`src/rtl/eth_tx_pkg.sv`:
```
package eth_tx_pkg;

    // Byte stream
    localparam int byte_width = 8;

    // Preamble and SFD
    localparam logic [7:0] preamble_byte = 8'h55;
    localparam logic [7:0] sfd_byte      = 8'hD5;
    localparam int preamble_len          = 8;    // 7 x 55 plus SFD

    // Frame sizing, FCS excluded
    localparam int min_frame_bytes = 60;
    localparam int max_frame_bytes = 1514;       // Source must stay below this
    localparam int fcs_len         = 4;

    // IEEE 802.3 CRC-32, reflected form
    localparam logic [31:0] crc_poly      = 32'hEDB88320;
    localparam logic [31:0] crc_init      = 32'hFFFFFFFF;
    localparam logic [31:0] crc_final_xor = 32'hFFFFFFFF;

    // Register block
    localparam int gap_width                 = 8;
    localparam logic [7:0] default_gap_len   = 8'd12;
    localparam int count_width               = 16;
    localparam int frame_len_width           = 11;   // Enough for 1514
    localparam int wb_data_width             = 32;
    localparam int wb_addr_width             = 2;
    localparam int ctrl_enable_bit           = 0;    // tx_enable position in ctrl

    // Framer FSM
    typedef enum logic [2:0] {
        state_idle,
        state_preamble,
        state_payload,
        state_pad,
        state_fcs,
        state_gap
    } framer_state_e;

    // Register word addresses
    typedef enum logic [wb_addr_width-1:0] {
        addr_ctrl        = 2'd0,
        addr_gap         = 2'd1,
        addr_frame_count = 2'd2,   // Read only
        addr_reserved    = 2'd3    // Reads zero
    } csr_addr_e;

endpackage

```
`src/rtl/eth_crc32.sv`:
```
module eth_crc32 (
    input  logic                             logic_clk,
    input  logic                             logic_rst,
    input  logic                             crc_clear,   // Back to init next cycle
    input  logic                             crc_valid,   // Fold crc_byte in
    input  logic [eth_tx_pkg::byte_width-1:0] crc_byte,
    output logic [31:0]                      crc_value    // Already final-XORed
);

    logic [31:0] crc_q;      // Running remainder
    logic [31:0] crc_next;   // Remainder after one more byte

    // One byte, LSB first, eight shift steps
    always_comb begin
        crc_next = crc_q ^ 32'(crc_byte);
        for (int i = 0; i < eth_tx_pkg::byte_width; i++) begin
            if (crc_next[0]) begin
                crc_next = (crc_next >> 1) ^ eth_tx_pkg::crc_poly;
            end else begin
                crc_next = crc_next >> 1;
            end
        end
    end

    always_ff @(posedge logic_clk) begin
        if (logic_rst || crc_clear) begin
            crc_q <= eth_tx_pkg::crc_init;   // Clear wins over a valid byte
        end else if (crc_valid) begin
            crc_q <= crc_next;
        end
    end

    // Complemented remainder is the FCS
    assign crc_value = crc_q ^ eth_tx_pkg::crc_final_xor;

endmodule

```
`src/rtl/eth_tx_framer.sv`:
```
module eth_tx_framer (
    input  logic                                logic_clk,
    input  logic                                logic_rst,
    // Source stream
    input  logic [eth_tx_pkg::byte_width-1:0]   data,
    input  logic                                data_valid,
    input  logic                                data_last,
    output logic                                data_ready,
    // PHY side without back-pressure
    output logic [eth_tx_pkg::byte_width-1:0]   tx_data,
    output logic                                tx_valid,
    // Register block
    input  logic                                tx_enable,
    input  logic [eth_tx_pkg::gap_width-1:0]    gap_len,
    output logic                                frame_done,
    // CRC engine
    output logic                                crc_clear,
    output logic                                crc_valid,
    output logic [eth_tx_pkg::byte_width-1:0]   crc_byte,
    input  logic [31:0]                         crc_value
);

    eth_tx_pkg::framer_state_e state;

    logic [eth_tx_pkg::frame_len_width-1:0] byte_cnt;   // Data plus pad bytes sent
    logic [2:0]                             idx;        // Preamble or FCS byte index
    logic [eth_tx_pkg::gap_width-1:0]       gap_cnt;    // Idle cycles spent in gap

    logic xfer;       // Byte accepted from source
    logic last_pre;   // SFD goes out next
    logic last_fcs;   // Final FCS byte goes out next
    logic [eth_tx_pkg::byte_width-1:0] fcs_byte;

    assign xfer     = data_valid && data_ready;
    assign last_pre = (idx == 3'(eth_tx_pkg::preamble_len - 1));
    assign last_fcs = (idx == 3'(eth_tx_pkg::fcs_len - 1));

    // FCS leaves LSB first
    assign fcs_byte = crc_value[idx[1:0]*eth_tx_pkg::byte_width +: eth_tx_pkg::byte_width];

    // CRC sees each content byte on the edge it reaches tx_data
    assign crc_valid = xfer || (state == eth_tx_pkg::state_pad);
    assign crc_byte  = (state == eth_tx_pkg::state_payload) ? data : '0;   // Pad is zero
    assign crc_clear = (state == eth_tx_pkg::state_fcs) && last_fcs;       // Ready for next frame

    always_ff @(posedge logic_clk) begin
        if (logic_rst) begin
            state      <= eth_tx_pkg::state_idle;
            tx_valid   <= 1'b0;
            data_ready <= 1'b0;
            frame_done <= 1'b0;
            idx        <= '0;
            byte_cnt   <= '0;
            gap_cnt    <= '0;
        end else begin
            frame_done <= 1'b0;   // Single-cycle pulse
            case (state)
                eth_tx_pkg::state_idle: begin
                    tx_valid <= 1'b0;
                    byte_cnt <= '0;
                    idx      <= 3'd1;   // Byte 0 leaves on the start edge
                    // Enable sampled here and never mid-frame
                    if (tx_enable && data_valid) begin
                        tx_valid <= 1'b1;
                        state    <= eth_tx_pkg::state_preamble;
                    end
                end

                eth_tx_pkg::state_preamble: begin
                    tx_valid <= 1'b1;
                    if (last_pre) begin
                        idx        <= '0;     // Reused for FCS
                        data_ready <= 1'b1;   // High while SFD is on the line
                        state      <= eth_tx_pkg::state_payload;
                    end else begin
                        idx <= idx + 1'b1;
                    end
                end

                eth_tx_pkg::state_payload: begin
                    tx_valid <= xfer;   // No holes while the source keeps valid up
                    if (xfer) begin
                        byte_cnt <= byte_cnt + 1'b1;
                        if (data_last) begin
                            data_ready <= 1'b0;
                            // Short frame needs zero fill
                            if (byte_cnt < eth_tx_pkg::min_frame_bytes - 1) begin
                                state <= eth_tx_pkg::state_pad;
                            end else begin
                                state <= eth_tx_pkg::state_fcs;
                            end
                        end
                    end
                end

                eth_tx_pkg::state_pad: begin
                    tx_valid <= 1'b1;
                    byte_cnt <= byte_cnt + 1'b1;
                    if (byte_cnt == eth_tx_pkg::min_frame_bytes - 1) begin
                        state <= eth_tx_pkg::state_fcs;   // 60th byte out
                    end
                end

                eth_tx_pkg::state_fcs: begin
                    tx_valid <= 1'b1;
                    idx      <= idx + 1'b1;
                    if (last_fcs) begin
                        frame_done <= 1'b1;   // Lines up with last FCS byte
                        gap_cnt    <= '0;
                        state      <= eth_tx_pkg::state_gap;
                    end
                end

                eth_tx_pkg::state_gap: begin
                    tx_valid <= 1'b0;
                    // gap_len low cycles here and one more in idle
                    if (gap_cnt >= gap_len) begin
                        state <= eth_tx_pkg::state_idle;
                    end else begin
                        gap_cnt <= gap_cnt + 1'b1;
                    end
                end

                default: begin
                    tx_valid   <= 1'b0;
                    data_ready <= 1'b0;
                    state      <= eth_tx_pkg::state_idle;
                end
            endcase
        end
    end

    // Line byte meaningful only while tx_valid is high
    always_ff @(posedge logic_clk) begin
        if (logic_rst) begin
            tx_data <= '0;
        end else begin
            case (state)
                eth_tx_pkg::state_idle:     tx_data <= eth_tx_pkg::preamble_byte;
                eth_tx_pkg::state_preamble: tx_data <= last_pre ? eth_tx_pkg::sfd_byte
                                                                : eth_tx_pkg::preamble_byte;
                eth_tx_pkg::state_payload:  tx_data <= data;   // One cycle behind acceptance
                eth_tx_pkg::state_fcs:      tx_data <= fcs_byte;
                default:                    tx_data <= '0;     // Pad and gap
            endcase
        end
    end

endmodule

```
`src/rtl/eth_tx_csr.sv`:
```
module eth_tx_csr (
    input  logic                                  logic_clk,
    input  logic                                  logic_rst,
    // Wishbone classic slave
    input  logic                                  wb_cyc,
    input  logic                                  wb_stb,
    input  logic                                  wb_we,
    input  logic [eth_tx_pkg::wb_addr_width-1:0]  wb_adr,
    input  logic [eth_tx_pkg::wb_data_width-1:0]  wb_dat_w,
    output logic [eth_tx_pkg::wb_data_width-1:0]  wb_dat_r,
    output logic                                  wb_ack,
    // Framer control
    output logic                                  tx_enable,
    output logic [eth_tx_pkg::gap_width-1:0]      gap_len,
    input  logic                                  frame_done
);

    logic [eth_tx_pkg::count_width-1:0] frame_count;   // Wraps
    logic [eth_tx_pkg::wb_data_width-1:0] rd_mux;
    logic req;   // New access not yet acked

    assign req = wb_cyc && wb_stb && !wb_ack;

    always_comb begin
        case (eth_tx_pkg::csr_addr_e'(wb_adr))
            eth_tx_pkg::addr_ctrl:        rd_mux = eth_tx_pkg::wb_data_width'(tx_enable);
            eth_tx_pkg::addr_gap:         rd_mux = eth_tx_pkg::wb_data_width'(gap_len);
            eth_tx_pkg::addr_frame_count: rd_mux = eth_tx_pkg::wb_data_width'(frame_count);
            default:                      rd_mux = '0;   // Reserved
        endcase
    end

    always_ff @(posedge logic_clk) begin
        if (logic_rst) begin
            wb_ack      <= 1'b0;
            tx_enable   <= 1'b0;
            gap_len     <= eth_tx_pkg::default_gap_len;
            frame_count <= '0;
        end else begin
            wb_ack <= req;   // One cycle of latency and one cycle wide
            // Write lands on the ack edge
            if (req && wb_we) begin
                case (eth_tx_pkg::csr_addr_e'(wb_adr))
                    eth_tx_pkg::addr_ctrl: tx_enable <= wb_dat_w[eth_tx_pkg::ctrl_enable_bit];
                    eth_tx_pkg::addr_gap:  gap_len   <= wb_dat_w[eth_tx_pkg::gap_width-1:0];
                    default: ;                                  // Count and reserved ignore writes
                endcase
            end
            if (frame_done) begin
                frame_count <= frame_count + 1'b1;
            end
        end
    end

    // Read data captured with the ack
    always_ff @(posedge logic_clk) begin
        if (logic_rst) begin
            wb_dat_r <= '0;
        end else begin
            wb_dat_r <= rd_mux;
        end
    end

endmodule

```
`src/rtl/eth_tx_top.sv`:
```
module eth_tx_top (
    input  logic                                  logic_clk,
    input  logic                                  logic_rst,
    // Source stream
    input  logic [eth_tx_pkg::byte_width-1:0]     data,
    input  logic                                  data_valid,
    input  logic                                  data_last,
    output logic                                  data_ready,
    // Wishbone register port
    input  logic                                  wb_cyc,
    input  logic                                  wb_stb,
    input  logic                                  wb_we,
    input  logic [eth_tx_pkg::wb_addr_width-1:0]  wb_adr,
    input  logic [eth_tx_pkg::wb_data_width-1:0]  wb_dat_w,
    output logic [eth_tx_pkg::wb_data_width-1:0]  wb_dat_r,
    output logic                                  wb_ack,
    // PHY
    output logic [eth_tx_pkg::byte_width-1:0]     tx_data,
    output logic                                  tx_valid
);

    logic                               tx_enable;
    logic [eth_tx_pkg::gap_width-1:0]   gap_len;
    logic                               frame_done;
    logic                               crc_clear;
    logic                               crc_valid;
    logic [eth_tx_pkg::byte_width-1:0]  crc_byte;
    logic [31:0]                        crc_value;

    eth_tx_framer framer_i (
        .logic_clk  (logic_clk),
        .logic_rst  (logic_rst),
        .data       (data),
        .data_valid (data_valid),
        .data_last  (data_last),
        .data_ready (data_ready),
        .tx_data    (tx_data),
        .tx_valid   (tx_valid),
        .tx_enable  (tx_enable),
        .gap_len    (gap_len),
        .frame_done (frame_done),
        .crc_clear  (crc_clear),
        .crc_valid  (crc_valid),
        .crc_byte   (crc_byte),
        .crc_value  (crc_value)
    );

    eth_crc32 crc_i (
        .logic_clk (logic_clk),
        .logic_rst (logic_rst),
        .crc_clear (crc_clear),
        .crc_valid (crc_valid),
        .crc_byte  (crc_byte),
        .crc_value (crc_value)
    );

    eth_tx_csr csr_i (
        .logic_clk  (logic_clk),
        .logic_rst  (logic_rst),
        .wb_cyc     (wb_cyc),
        .wb_stb     (wb_stb),
        .wb_we      (wb_we),
        .wb_adr     (wb_adr),
        .wb_dat_w   (wb_dat_w),
        .wb_dat_r   (wb_dat_r),
        .wb_ack     (wb_ack),
        .tx_enable  (tx_enable),
        .gap_len    (gap_len),
        .frame_done (frame_done)
    );

endmodule

```
`config.mk`:
```
export PLATFORM = sky130hd
export DESIGN_NAME = eth_tx_top
export DESIGN_NICKNAME = d
export VERILOG_FILES = /design/src/rtl/eth_tx_pkg.sv /design/src/rtl/eth_crc32.sv /design/src/rtl/eth_tx_framer.sv /design/src/rtl/eth_tx_csr.sv /design/src/rtl/eth_tx_top.sv
export SDC_FILE = /design/constraint.sdc
export NUM_CORES = 1
export LEC_CHECK = 0
export BUFFER_PORTS_ARGS = -buffer_cell sky130_fd_sc_hd__buf_2
export CAP_MARGIN = 0
export CORE_ASPECT_RATIO = 1.4
export CORE_MARGIN = 4
export CORE_UTILIZATION = 40
export CTS_CLUSTER_SIZE = 24
export DETAILED_ROUTE_END_ITERATION = 6
export PLACE_DENSITY_LB_ADDON = 0.15
export SLEW_MARGIN = 10
export SYNTH_ARGS = -nofsm -noshare
export SYNTH_HDL_FRONTEND = slang
export SYNTH_HIERARCHICAL = 1
export SYNTH_SLANG_ARGS = --single-unit
```
`constraint.sdc`:
```
create_clock -name logic_clk -period 3.7 [get_ports logic_clk]
set_input_delay 0.555 -clock logic_clk [delete_from_list [all_inputs] [get_ports logic_clk]]
set_output_delay 0.555 -clock logic_clk [all_outputs]
set_load 0.02 [all_outputs]
```
==> reports/metrics.json, run 1 <==
{
  "share_comb_of_total_power": 0.170,
  "clock.fmax_mhz": 379,
  "synth_area_per_cell_um2": 9.01,
  "worst-endpoint-arrival_ps": 2860,
  "tns_ps": 0,
  "cts_setup_buffers": 0,
  "worst_clock_skew_ps": 12.7,
  "post-synth-top-count-cell": "sky130_fd_sc_hd__dfxtp_1",
  "post_synth_and_or_nand_nor_area_fraction": 0.184,
  "clkTransAtPathRegs_ps": 80,
  "first_global_vias": 4676,
  "synth-edff-count": 0,
  "area_growth_pct": 10.6,
  "route.antenna.remaining_nets": 0,
  "netlist_top_cells_area": "sky130_fd_sc_hd__dfxtp_1 37%, sky130_fd_sc_hd__xnor2_1 8.9%, sky130_fd_sc_hd__nor2_1 3.7%",
  "yosys.area_share.adder": 0.0291,
  "synth_xor_xnor_area_share": 0.164,
  "post_cts_resize_count": 0,
  "synth-compound-area-share": 0.130,
  "drt_pre_antenna_iters": 6,
  "postSynth.asyncResetShare": 0,
  "clock_sink_count": 110,
  "ir_worst_vdd_mv": 0.265,
  "fin_crit_ps": 2640,
  "timing.rr.start": "framer_i/state[2]$_SDFFE_PP0P_",
  "timing.final.ws_setup_ps": 1060,
  "cp-startpoint": "framer_i/state[2]$_SDFFE_PP0P_",
  "top_level_ports": 92,
  "netSwitchingPower_mw": 0.754,
  "yosysTopAreaCell": "sky130_fd_sc_hd__dfxtp_1",
  "floorplan.die.width_um": 112,
  "power.share.switching": 0.278,
  "cts_hold_fix_bufs": 0,
  "crit_path_end": "crc_i/crc_q[23]$_SDFFE_PP1P_",
  "setup_violations": 0,
  "worst-r2r-cell-count": 9,
  "critPathLaunchType": "flop",
  "cts_htree_levels": 3,
  "globalRouteOverflowTotal": 0,
  "mappedNetlistArea_um2": 6030,
  "drc_errors": 0,
  "tritoncts": "yes",
  "power.sequential.fraction": 0.447,
  "std_cell_rows": 52,
  "worst_slew_pin_slew_ps": 908,
  "power_per_cell_area_nw_per_um2": 407,
  "crit_type": "reg2reg",
  "post_synth_mux_area_share": 0.0486,
  "hold_viol": 0,
  "place.detailed.hpwl_um": 10100,
  "synth_top_family_by_area": "simple AND/OR/NAND/NOR gates",
  "clock_latency_late_sink_ps": 350,
  "rr_endpoint": "crc_i/crc_q[23]$_SDFFE_PP1P_",
  "grt_first_pass_wirelength_um": 23400,
  "r2r_setup_slack_ps": 1060,
  "ctsRootBufferMaster": "sky130_fd_sc_hd__clkbuf_16",
  "max_cap_viol_count": 0,
  "wl_um": 13900,
  "synth_top_area_frac": 0.365,
  "grt_max_degree": 51,
  "grtUsageTotal": 0.166,
  "dieHeight_um": 153,
  "synth.yosys.seq_area_share": 0.365,
  "cell_internal_pwr_mw": 1.96,
  "worstSetupEndpointType": "flop",
  "rsz_0062_raised_after_global_routing": "no",
  "finalWeightedCongestion": 0.843,
  "clock_path_buffers": 2,
  "hold_class": "reg2reg",
  "yosys-top-cells-count": "110 x sky130_fd_sc_hd__dfxtp_1, 61 x sky130_fd_sc_hd__xnor2_1, 60 x sky130_fd_sc_hd__nor2_1",
  "nets": 769,
  "result_of_the_run": "finished clean",
  "coreArea_um2": 14600,
  "die_area_um2": 17100,
  "placedInstanceArea_um2": 6350,
  "via_per_inst": 5.16,
  "timing.final.crit_share": 0.712,
  "detailedPlace.worstSlack_ps": 1020,
  "antenna_cells_inserted": 0,
  "grt_antenna_before_repair": 0,
  "leak_nw": 2.85,
  "crit_path_max_fanout": 8,
  "final_layout_size_suffix_gt1_frac": 0.148,
  "routed_wire_length_per_instance_um": 15.4,
  "worst_ep_required_time_ps": 3930,
  "cts_buffers": 9,
  "synth.lib_cells_used.distinct": 71,
  "detailed_route_via_count": 4644,
  "power.clock.fraction": 0.382,
  "drt-initial-drc-count": 170,
  "synth_seq_cells": 110,
  "port_buffers": 51,
  "postSynth.topFlopCell": "sky130_fd_sc_hd__dfxtp_1",
  "relSlewSlack": 0.379,
  "postLayoutCellArea_um2": 6670,
  "initial_core_util": 0.412,
  "synthesized_netlist_cell_count": 669,
  "yosysWarnings": 6,
  "timing.final.max_slew_violations": 0
}
## cells in the final DEF (no fill, tap or decap), types with 10 or more instances in the layout
cell type and instances:
sky130_fd_sc_hd__a21oi_1 31, sky130_fd_sc_hd__xnor2_1 61, sky130_fd_sc_hd__nand2_1 58, sky130_fd_sc_hd__and2_1 17, sky130_fd_sc_hd__ha_1 14, sky130_fd_sc_hd__o211ai_1 28, sky130_fd_sc_hd__buf_4 11, sky130_fd_sc_hd__nand4_1 10
sky130_fd_sc_hd__dfxtp_1 110, sky130_fd_sc_hd__nor3_1 16, sky130_fd_sc_hd__nor2_1 60, sky130_fd_sc_hd__conb_1 16, sky130_fd_sc_hd__xor2_1 19, sky130_fd_sc_hd__buf_2 51, sky130_fd_sc_hd__a22oi_1 10, sky130_fd_sc_hd__nand3_1 14
sky130_fd_sc_hd__inv_1 44
## cell families after synthesis
group | count (synthesis)
AO/OA/AOI/OAI | 113
XOR/XNOR | 93
adder cells (fa/ha/maj) | 14
buffers and inverters | 96
flip-flops | 110
multiplexers | 19
other | 1
AND/OR/NAND/NOR | 223
## sequential cells by signal, indices dropped and copies added (netlist names), 3 cells and up
name and cells:
crc_i/crc_q 32, csr_i/frame_count 16, csr_i/wb_dat_r 16, framer_i/byte_cnt 11
csr_i/gap_len 8, framer_i/gap_cnt 8, framer_i/tx_data 8, framer_i/idx 3
framer_i/state 3
## worst max-delay path, cell delays in order, from the launching register on
cell and delay, ps:
sky130_fd_sc_hd__dfxtp_1 340, sky130_fd_sc_hd__nand2b_1 150, sky130_fd_sc_hd__nor2_1 60, sky130_fd_sc_hd__buf_4 170
sky130_fd_sc_hd__and2_1 190, sky130_fd_sc_hd__xnor2_1 410, sky130_fd_sc_hd__xnor3_1 590, sky130_fd_sc_hd__xor2_1 370
sky130_fd_sc_hd__xnor2_1 160, sky130_fd_sc_hd__o21ai_0 80
## how the worst min path moves through the flow
| stage | startpoint | to | slack (ps) | depth (start not counted) |
|---|---|---|---|---|
| 4_1_cts | wb_stb | csr_i/wb_ack$_SDFF_PP0_ | 430 | 3 |
| 3_3_place_gp | csr_i/wb_ack$_SDFF_PP0_ | csr_i/wb_ack$_SDFF_PP0_ | 420 | 1 |
| 5_1_grt | wb_dat_w[6] | csr_i/gap_len[6]$_SDFFE_PP0P_ | 450 | 3 |
| 6_report | csr_i/wb_ack$_SDFF_PP0_ | csr_i/wb_ack$_SDFF_PP0_ | 430 | 1 |
| 3_5_place_dp | csr_i/wb_ack$_SDFF_PP0_ | csr_i/wb_ack$_SDFF_PP0_ | 430 | 1 |
| 2_1_floorplan | crc_i/crc_q[20]$_SDFFE_PP1P_ | crc_i/crc_q[20]$_SDFFE_PP1P_ | 440 | 2 |
## stage by stage
| stage | power, mW | util | std cells | hold WS (ps) |
|---|---|---|---|---|
| after detailed placement | 1.70 | 0.434 | 884 | 431 |
| after global placement | 1.70 | 0.434 | 884 | 418 |
| after CTS | 2.74 | 0.455 | 900 | 434 |
| after global routing | 2.83 | 0.455 | 900 | 454 |
| after floorplan | 1.61 | - | 684 | 443 |
| final | 2.71 | 0.455 | 900 | 434 |
## layer usage
| layer | share of wire | up-vias | GRT usage |
|---|---|---|---|
| met5 | 0 | - | 0 |
| li1 | - | 2331 | - |
| met4 | 0.018 | 0 | 0.0510 |
| met3 | 0.033 | 20 | 0.0257 |
| met1 | 0.41 | 2216 | 0.189 |
| met2 | 0.54 | 77 | 0.312 |
## power by group through the flow
stage,registers [mW],logic [mW],clock network (mW)
5_1_grt,1.21,0.508,1.11
3_5_place_dp,1.24,0.464,0
3_3_place_gp,1.24,0.461,0
6_report,1.21,0.462,1.04
2_1_floorplan,1.25,0.364,0
4_1_cts,1.21,0.467,1.06
## final cells by class
type,count,area (µm²)
Clock buffer,10,239
Clock inverter,6,75.1
Fill cell,1475,7970
Inverter,45,169
Multi-Input combinational cell,478,3410
Sequential cell,110,2200
Tap cell,189,236
Timing Repair Buffer,62,338
No activity file was read; power rests on OpenSTA's default activity.
==> inputs of run 2 (changes only) <==
- clock period: 3.7 -> 2.15 ns (I/O delays scaled with it)
==> run 2 against run 1 <==
  * The run now ends with negative setup slack left
  * Flip-flop and latch count unchanged
  * Hold slack worse by 240 ps
  * Count of clock-buffer cells in the layout is 1 lower
  * Clock power up 52%
  * Global-route usage rose by 0.76 points
  * Routed wire length increased by 7.5%
  * Die area did not move
  * Sequential power increased by 73%
  * Critical path type unchanged
  * Critical endpoint is now crc_i/crc_q[26]$_SDFFE_PP1P_
==> reports/metrics.json, run 2 (same netlist as run 1, synthesis figures left out) <==
{
  "result_of_the_run": "finished with violations",
  "violations": "negative setup slack",
  "power_per_cell_area_nw_per_um2": 635,
  "timing.final.ws_setup_ps": -8.90,
  "coreArea_um2": 14600,
  "worst-endpoint-arrival_ps": 2370,
  "hold_start": "wb_stb",
  "final_cell_mix": "102 x sky130_fd_sc_hd__dfxtp_1, 62 x sky130_fd_sc_hd__buf_4, 58 x sky130_fd_sc_hd__nand2_1, 58 x sky130_fd_sc_hd__nor2_1, 51 x sky130_fd_sc_hd__buf_2",
  "wl_um": 15000,
  "timing.rr.start": "framer_i/state[2]$_SDFFE_PP0P_",
  "hold-path-cell-count": 3,
  "area_growth_pct": 25.9,
  "rsz_0062_raised_after_global_routing": "yes",
  "grt_max_degree": 68,
  "place.detailed.hpwl_um": 11000,
  "flip_flop_count_of_the_largest_register_all_copies_and_words_added": 32,
  "clkTransAtPathRegs_ps": 70,
  "cts_htree_levels": 3,
  "relSlewSlack": 0.552,
  "setup_violations": 3,
  "grt_first_pass_wirelength_um": 23900,
  "worst_slew_pin_slew_ps": 671,
  "grtUsageTotal": 0.173,
  "finalHoldWorstSlack_ps": 193,
  "drt-initial-drc-count": 193,
  "cts_buffers": 9,
  "hold_viol": 0,
  "route.met2.wl_um": 8300,
  "timing.final.crit_share": 1.00,
  "hold_class": "in2reg",
  "ctsRootBufferMaster": "sky130_fd_sc_hd__clkbuf_16",
  "worstSetupEndpointType": "flop",
  "biggestRegsByFlops": "crc_i/crc_q (32), csr_i/frame_count (16), csr_i/wb_dat_r (16)",
  "routed_wire_length_per_instance_um": 15.5,
  "leak_nw": 3.33,
  "final_layout_size_suffix_gt1_frac": 0.285,
  "die_area_um2": 17100,
  "port_buffers": 51,
  "ir_worst_vdd_mv": 0.328,
  "cts_hold_fix_bufs": 0,
  "globalRouteOverflowTotal": 0,
  "final_cells": 964,
  "crit_path_max_fanout": 8,
  "worst-r2r-cell-count": 10,
  "clock.fmax_mhz": 463,
  "cp-startpoint": "framer_i/state[2]$_SDFFE_PP0P_",
  "crit_type": "reg2reg",
  "tritoncts": "yes",
  "detailed_route_via_count": 4873,
  "std_cell_rows": 52,
  "clock_sink_count": 110,
  "top_level_ports": 92,
  "via_per_inst": 5.05,
  "fill_cells": 1362,
  "first_global_vias": 4825,
  "drt_pre_antenna_iters": 4,
  "grt_antenna_before_repair": 0,
  "detailroute.wirelength.met3_um": 480,
  "critPathLaunchType": "flop",
  "dieHeight_um": 153,
  "fin_crit_ps": 2160,
  "final_common_cell": "sky130_fd_sc_hd__dfxtp_1",
  "floorplan.die.width_um": 112,
  "worst_ep_required_time_ps": 2360,
  "maxUsedRoutingLayer": "met4",
  "drc_errors": 0,
  "antenna_cells_inserted": 0,
  "route.antenna.remaining_nets": 0,
  "max_cap_viol_count": 0,
  "clock_latency_late_sink_ps": 360,
  "clock_path_buffers": 2,
  "wl_met1_um": 5810,
  "placed_cells": 929,
  "most_flop_heavy_register": "crc_i/crc_q",
  "nets": 834,
  "initial_core_util": 0.412,
  "finalWeightedCongestion": 0.833,
  "worst_clock_skew_ps": 9.69,
  "timing.final.max_slew_violations": 0
}
run 2: cell type report:
class / count / area [µm²] / share of cell area
Sequential cell: 110 / 2210 / 0.291
Inverter: 45 / 169 / 0.0223
Multi-Input combinational cell: 478 / 3780 / 0.498
Clock buffer: 9 / 225 / 0.0297
Tap cell: 189 / 236 / 0.0312
Timing Repair Buffer: 127 / 922 / 0.121
Clock inverter: 6 / 45.0 / 0.00593
run 2: path summary, 6_finish.rpt:
path / end / slack [ps]
worst max-delay path: crc_i/crc_q[26]$_SDFFE_PP1P_ / -9
worst min-delay path: csr_i/wb_ack$_SDFF_PP0_ / 190
worst max register to register: crc_i/crc_q[26]$_SDFFE_PP1P_ / -9
worst min register to register: csr_i/wb_ack$_SDFF_PP0_ / 430
run 2: repair_timing:
action | in CTS | in global routing
buffers inserted | 9 | 11
pin swaps | 13 | 25
hold endpoints to repair | 0 | 0
resized for setup | 6 | 50
setup endpoints to repair | 22 | 28
run 2: power by group:
group | switching [mW] | internal (mW) | leakage, nW
combinational | 0.560 | 0.587 | 2.31
clock | 0.791 | 0.791 | 0.136
sequential | 0.0197 | 2.07 | 0.892
run 2: per-stage QoR:
| step | util | worst slack, ps | setup TNS [ps] | power (mW) | area, µm² |
|---|---|---|---|---|---|
| 2_1_floorplan | - | -49.5 | -99.7 | 2.82 | 6230 |
| 3_3_place_gp | 0.469 | -19.2 | -19.6 | 3.09 | 6870 |
| 3_5_place_dp | 0.469 | -53.2 | -94.5 | 3.09 | 6870 |
| 4_1_cts | 0.494 | -4.17 | -4.17 | 4.72 | 7230 |
| 5_1_grt | 0.519 | -112 | -685 | 5.04 | 7590 |
| 6_report | 0.519 | -8.90 | -19.3 | 4.82 | 7590 |
run 2: worst max-delay path: stages, from the launching register on:
cell,delay (ps)
sky130_fd_sc_hd__dfxtp_2,320
sky130_fd_sc_hd__nand2b_4,140
sky130_fd_sc_hd__nor2_4,110
sky130_fd_sc_hd__buf_12,130
sky130_fd_sc_hd__and2_4,170
sky130_fd_sc_hd__xor2_4,160
sky130_fd_sc_hd__buf_12,140
sky130_fd_sc_hd__xor2_4,140
sky130_fd_sc_hd__xnor3_2,480
sky130_fd_sc_hd__xnor2_2,140
sky130_fd_sc_hd__a31oi_1,90
run 2: layer usage:
metal / global-route usage / vias up
met5: 0 / -
met2: 0.330 / 75
met4: 0.0696 / 0
met1: 0.183 / 2318
met3: 0.0340 / 25
li1: - / 2455
==> inputs of run 3 (changes only) <==
- GPL_ROUTABILITY_DRIVEN: not set -> 0
- PLACE_DENSITY: not set -> 0.67
- PLACE_DENSITY_LB_ADDON: 0.15 -> not set
==> run 3 against run 2 <==
  * The flow still finishes with violations (negative setup slack)
  * Cell count grew 0.31%
  * Design area grew 0.59%
  * Power grew 2.5%
  * Routed wire length grew 2.0%
  * Register-to-register slack lost 130 ps
  * Critical endpoint is now crc_i/crc_q[19]$_SDFFE_PP1P_
  * Count of clock-buffer cells in the layout is the same
  * Core utilization grew 0.31 points
  * Sequential power is essentially flat
  * Hold slack gained 15 ps
  * Worst setup slack lost 130 ps
  * Die area is the same
==> reports/metrics.json, run 3 (same netlist as run 1, synthesis figures left out) <==
{
  "first_global_vias": 4993,
  "cts_hold_fix_bufs": 0,
  "final_layout_size_suffix_gt1_frac": 0.284,
  "grt_first_pass_wirelength_um": 24000,
  "power_per_cell_area_nw_per_um2": 647,
  "port_buffers": 51,
  "drt_pre_antenna_iters": 5,
  "grt_antenna_before_repair": 0,
  "initial_core_util": 0.412,
  "coreArea_um2": 14600,
  "area_growth_pct": 26.7,
  "grtUsageMet1": 0.182,
  "use_met2": 0.330,
  "fin_crit_ps": 2280,
  "worst_clock_skew_ps": 7.99,
  "worst_ep_required_time_ps": 2430,
  "globalRouteOverflowTotal": 0,
  "max_cap_viol_count": 0,
  "place.detailed.hpwl_um": 10800,
  "critPathLaunchType": "flop",
  "placed_cells": 935,
  "rsz_0062_raised_after_global_routing": "yes",
  "hold_viol": 0,
  "ctsRootBufferMaster": "sky130_fd_sc_hd__clkbuf_16",
  "tritoncts": "yes",
  "crit_type": "reg2reg",
  "worstSetupEndpointType": "flop",
  "timing.final.ws_setup_ps": -134,
  "clock_path_buffers": 2,
  "fill_cells": 1289,
  "wl_um": 15300,
  "antenna_cells_inserted": 0,
  "final_common_cell": "sky130_fd_sc_hd__dfxtp_1",
  "clkTransAtPathRegs_ps": 80,
  "final_cell_mix": "102 x sky130_fd_sc_hd__dfxtp_1, 61 x sky130_fd_sc_hd__buf_4, 58 x sky130_fd_sc_hd__nand2_1, 58 x sky130_fd_sc_hd__nor2_1, 51 x sky130_fd_sc_hd__buf_2",
  "setup_violations": 5,
  "drt-initial-drc-count": 280,
  "die_area_um2": 17100,
  "leak_nw": 3.37,
  "most_flop_heavy_register": "crc_i/crc_q",
  "clock.fmax_mhz": 438,
  "postLayoutCellArea_um2": 7640,
  "clock_latency_late_sink_ps": 350,
  "nets": 837,
  "timing.final.max_slew_violations": 0,
  "worst-endpoint-arrival_ps": 2570,
  "cts_buffers": 9,
  "floorplan.die.width_um": 112,
  "worst_slew_pin_slew_ps": 701,
  "timing.final.crit_share": 1.06,
  "relSlewSlack": 0.532,
  "crit_path_max_fanout": 5,
  "top_level_ports": 92,
  "clock_sink_count": 110,
  "flip_flop_count_of_the_largest_register_all_copies_and_words_added": 32,
  "grt_max_degree": 43,
  "std_cell_rows": 52,
  "grt_util_met3": 0.0305,
  "via_per_inst": 5.23,
  "ir_worst_vdd_mv": 0.347,
  "total_power_mw": 4.94,
  "dieHeight_um": 153,
  "hold_class": "in2reg",
  "placedInstanceArea_um2": 6900,
  "final_cells": 967,
  "biggestRegsByFlops": "crc_i/crc_q (32), csr_i/frame_count (16), csr_i/wb_dat_r (16)",
  "routed_wire_length_per_instance_um": 15.8,
  "violations": "negative setup slack",
  "cts_htree_levels": 3,
  "grtUsageTotal": 0.170,
  "globalRoute.busiestLayer": "met2",
  "drc_errors": 0,
  "detailed_route_via_count": 5055,
  "result_of_the_run": "finished with violations",
  "route.antenna.remaining_nets": 0
}
[run 3: cell count changes in the layout (fill, tap and decap cells not counted), moves of 2 or more]
cell                      delta
sky130_fd_sc_hd__a21oi_2     +2
sky130_fd_sc_hd__buf_6       +3
sky130_fd_sc_hd__xnor2_1     +2
sky130_fd_sc_hd__xnor2_2     -3
[run 3: worst paths after layout]
| kind | from | to | slack (ps) | depth (start not counted) |
|---|---|---|---|---|
| max | framer_i/state[2]$_SDFFE_PP0P_ | crc_i/crc_q[19]$_SDFFE_PP1P_ | -130 | 11 |
| min | wb_stb | csr_i/wb_ack$_SDFF_PP0_ | 210 | 3 |
| max reg2reg | framer_i/state[2]$_SDFFE_PP0P_ | crc_i/crc_q[19]$_SDFFE_PP1P_ | -130 | 11 |
| min reg2reg | csr_i/wb_ack$_SDFF_PP0_ | csr_i/wb_ack$_SDFF_PP0_ | 450 | 1 |
[run 3: metal layers]
layer | wire length, µm | part of all wire | up-vias
met5 | 0 | 0 | -
met4 | 443 | 0.029 | 0
met3 | 623 | 0.041 | 34
met2 | 8430 | 0.55 | 116
met1 | 5760 | 0.38 | 2442
li1 | - | - | 2463
[run 3: repair_timing]
action / 4_1_cts / 5_1_grt
cloned: 0 / 0
pin swaps: 13 / 22
setup buffers: 10 / 9
gates resized for setup: 19 / 36
hold endpoints to repair: 0 / 0
endpoints found under the setup margin: 30 / 27
[run 3: critical path: stages, from the launching register on]
cell and delay [ps]:
sky130_fd_sc_hd__dfxtp_2 330, sky130_fd_sc_hd__nand2b_4 140, sky130_fd_sc_hd__nor2_4 40, sky130_fd_sc_hd__buf_6 130, sky130_fd_sc_hd__and2_4 170, sky130_fd_sc_hd__xnor2_4 220
sky130_fd_sc_hd__buf_4 200, sky130_fd_sc_hd__xor2_4 160, sky130_fd_sc_hd__xnor3_2 380, sky130_fd_sc_hd__buf_4 160, sky130_fd_sc_hd__xnor2_2 130, sky130_fd_sc_hd__o21ai_1 140
[run 3: area by class of cell]
| type | instances | area (µm²) | area share |
|---|---|---|---|
| clock buffer | 9 | 225 | 0.0295 |
| clock inverter | 6 | 68.8 | 0.00901 |
| inverter | 45 | 169 | 0.0221 |
| multi-input combinational | 478 | 3760 | 0.492 |
| sequential | 110 | 2210 | 0.290 |
| tap | 189 | 236 | 0.0310 |
| timing repair buffer | 130 | 968 | 0.127 |
[run 3: where the power goes]
part           total [mW]  switching, mW  internal, mW
combinational        1.16          0.570         0.590
clock                1.69          0.781         0.909
sequential           2.09         0.0215          2.07
[run 3: stage by stage]
stage                     worst slack, ps  utilization  hold WS, ps  TNS, ps
final                                -134        0.522          208     -244
after global routing                 -182        0.522          212     -864
after CTS                           -2.62        0.504          198    -2.62
after detailed placement             -131        0.472          436    -2640
after global placement              -79.2        0.472          417     -481
after floorplan                     -49.5            -          441    -99.7
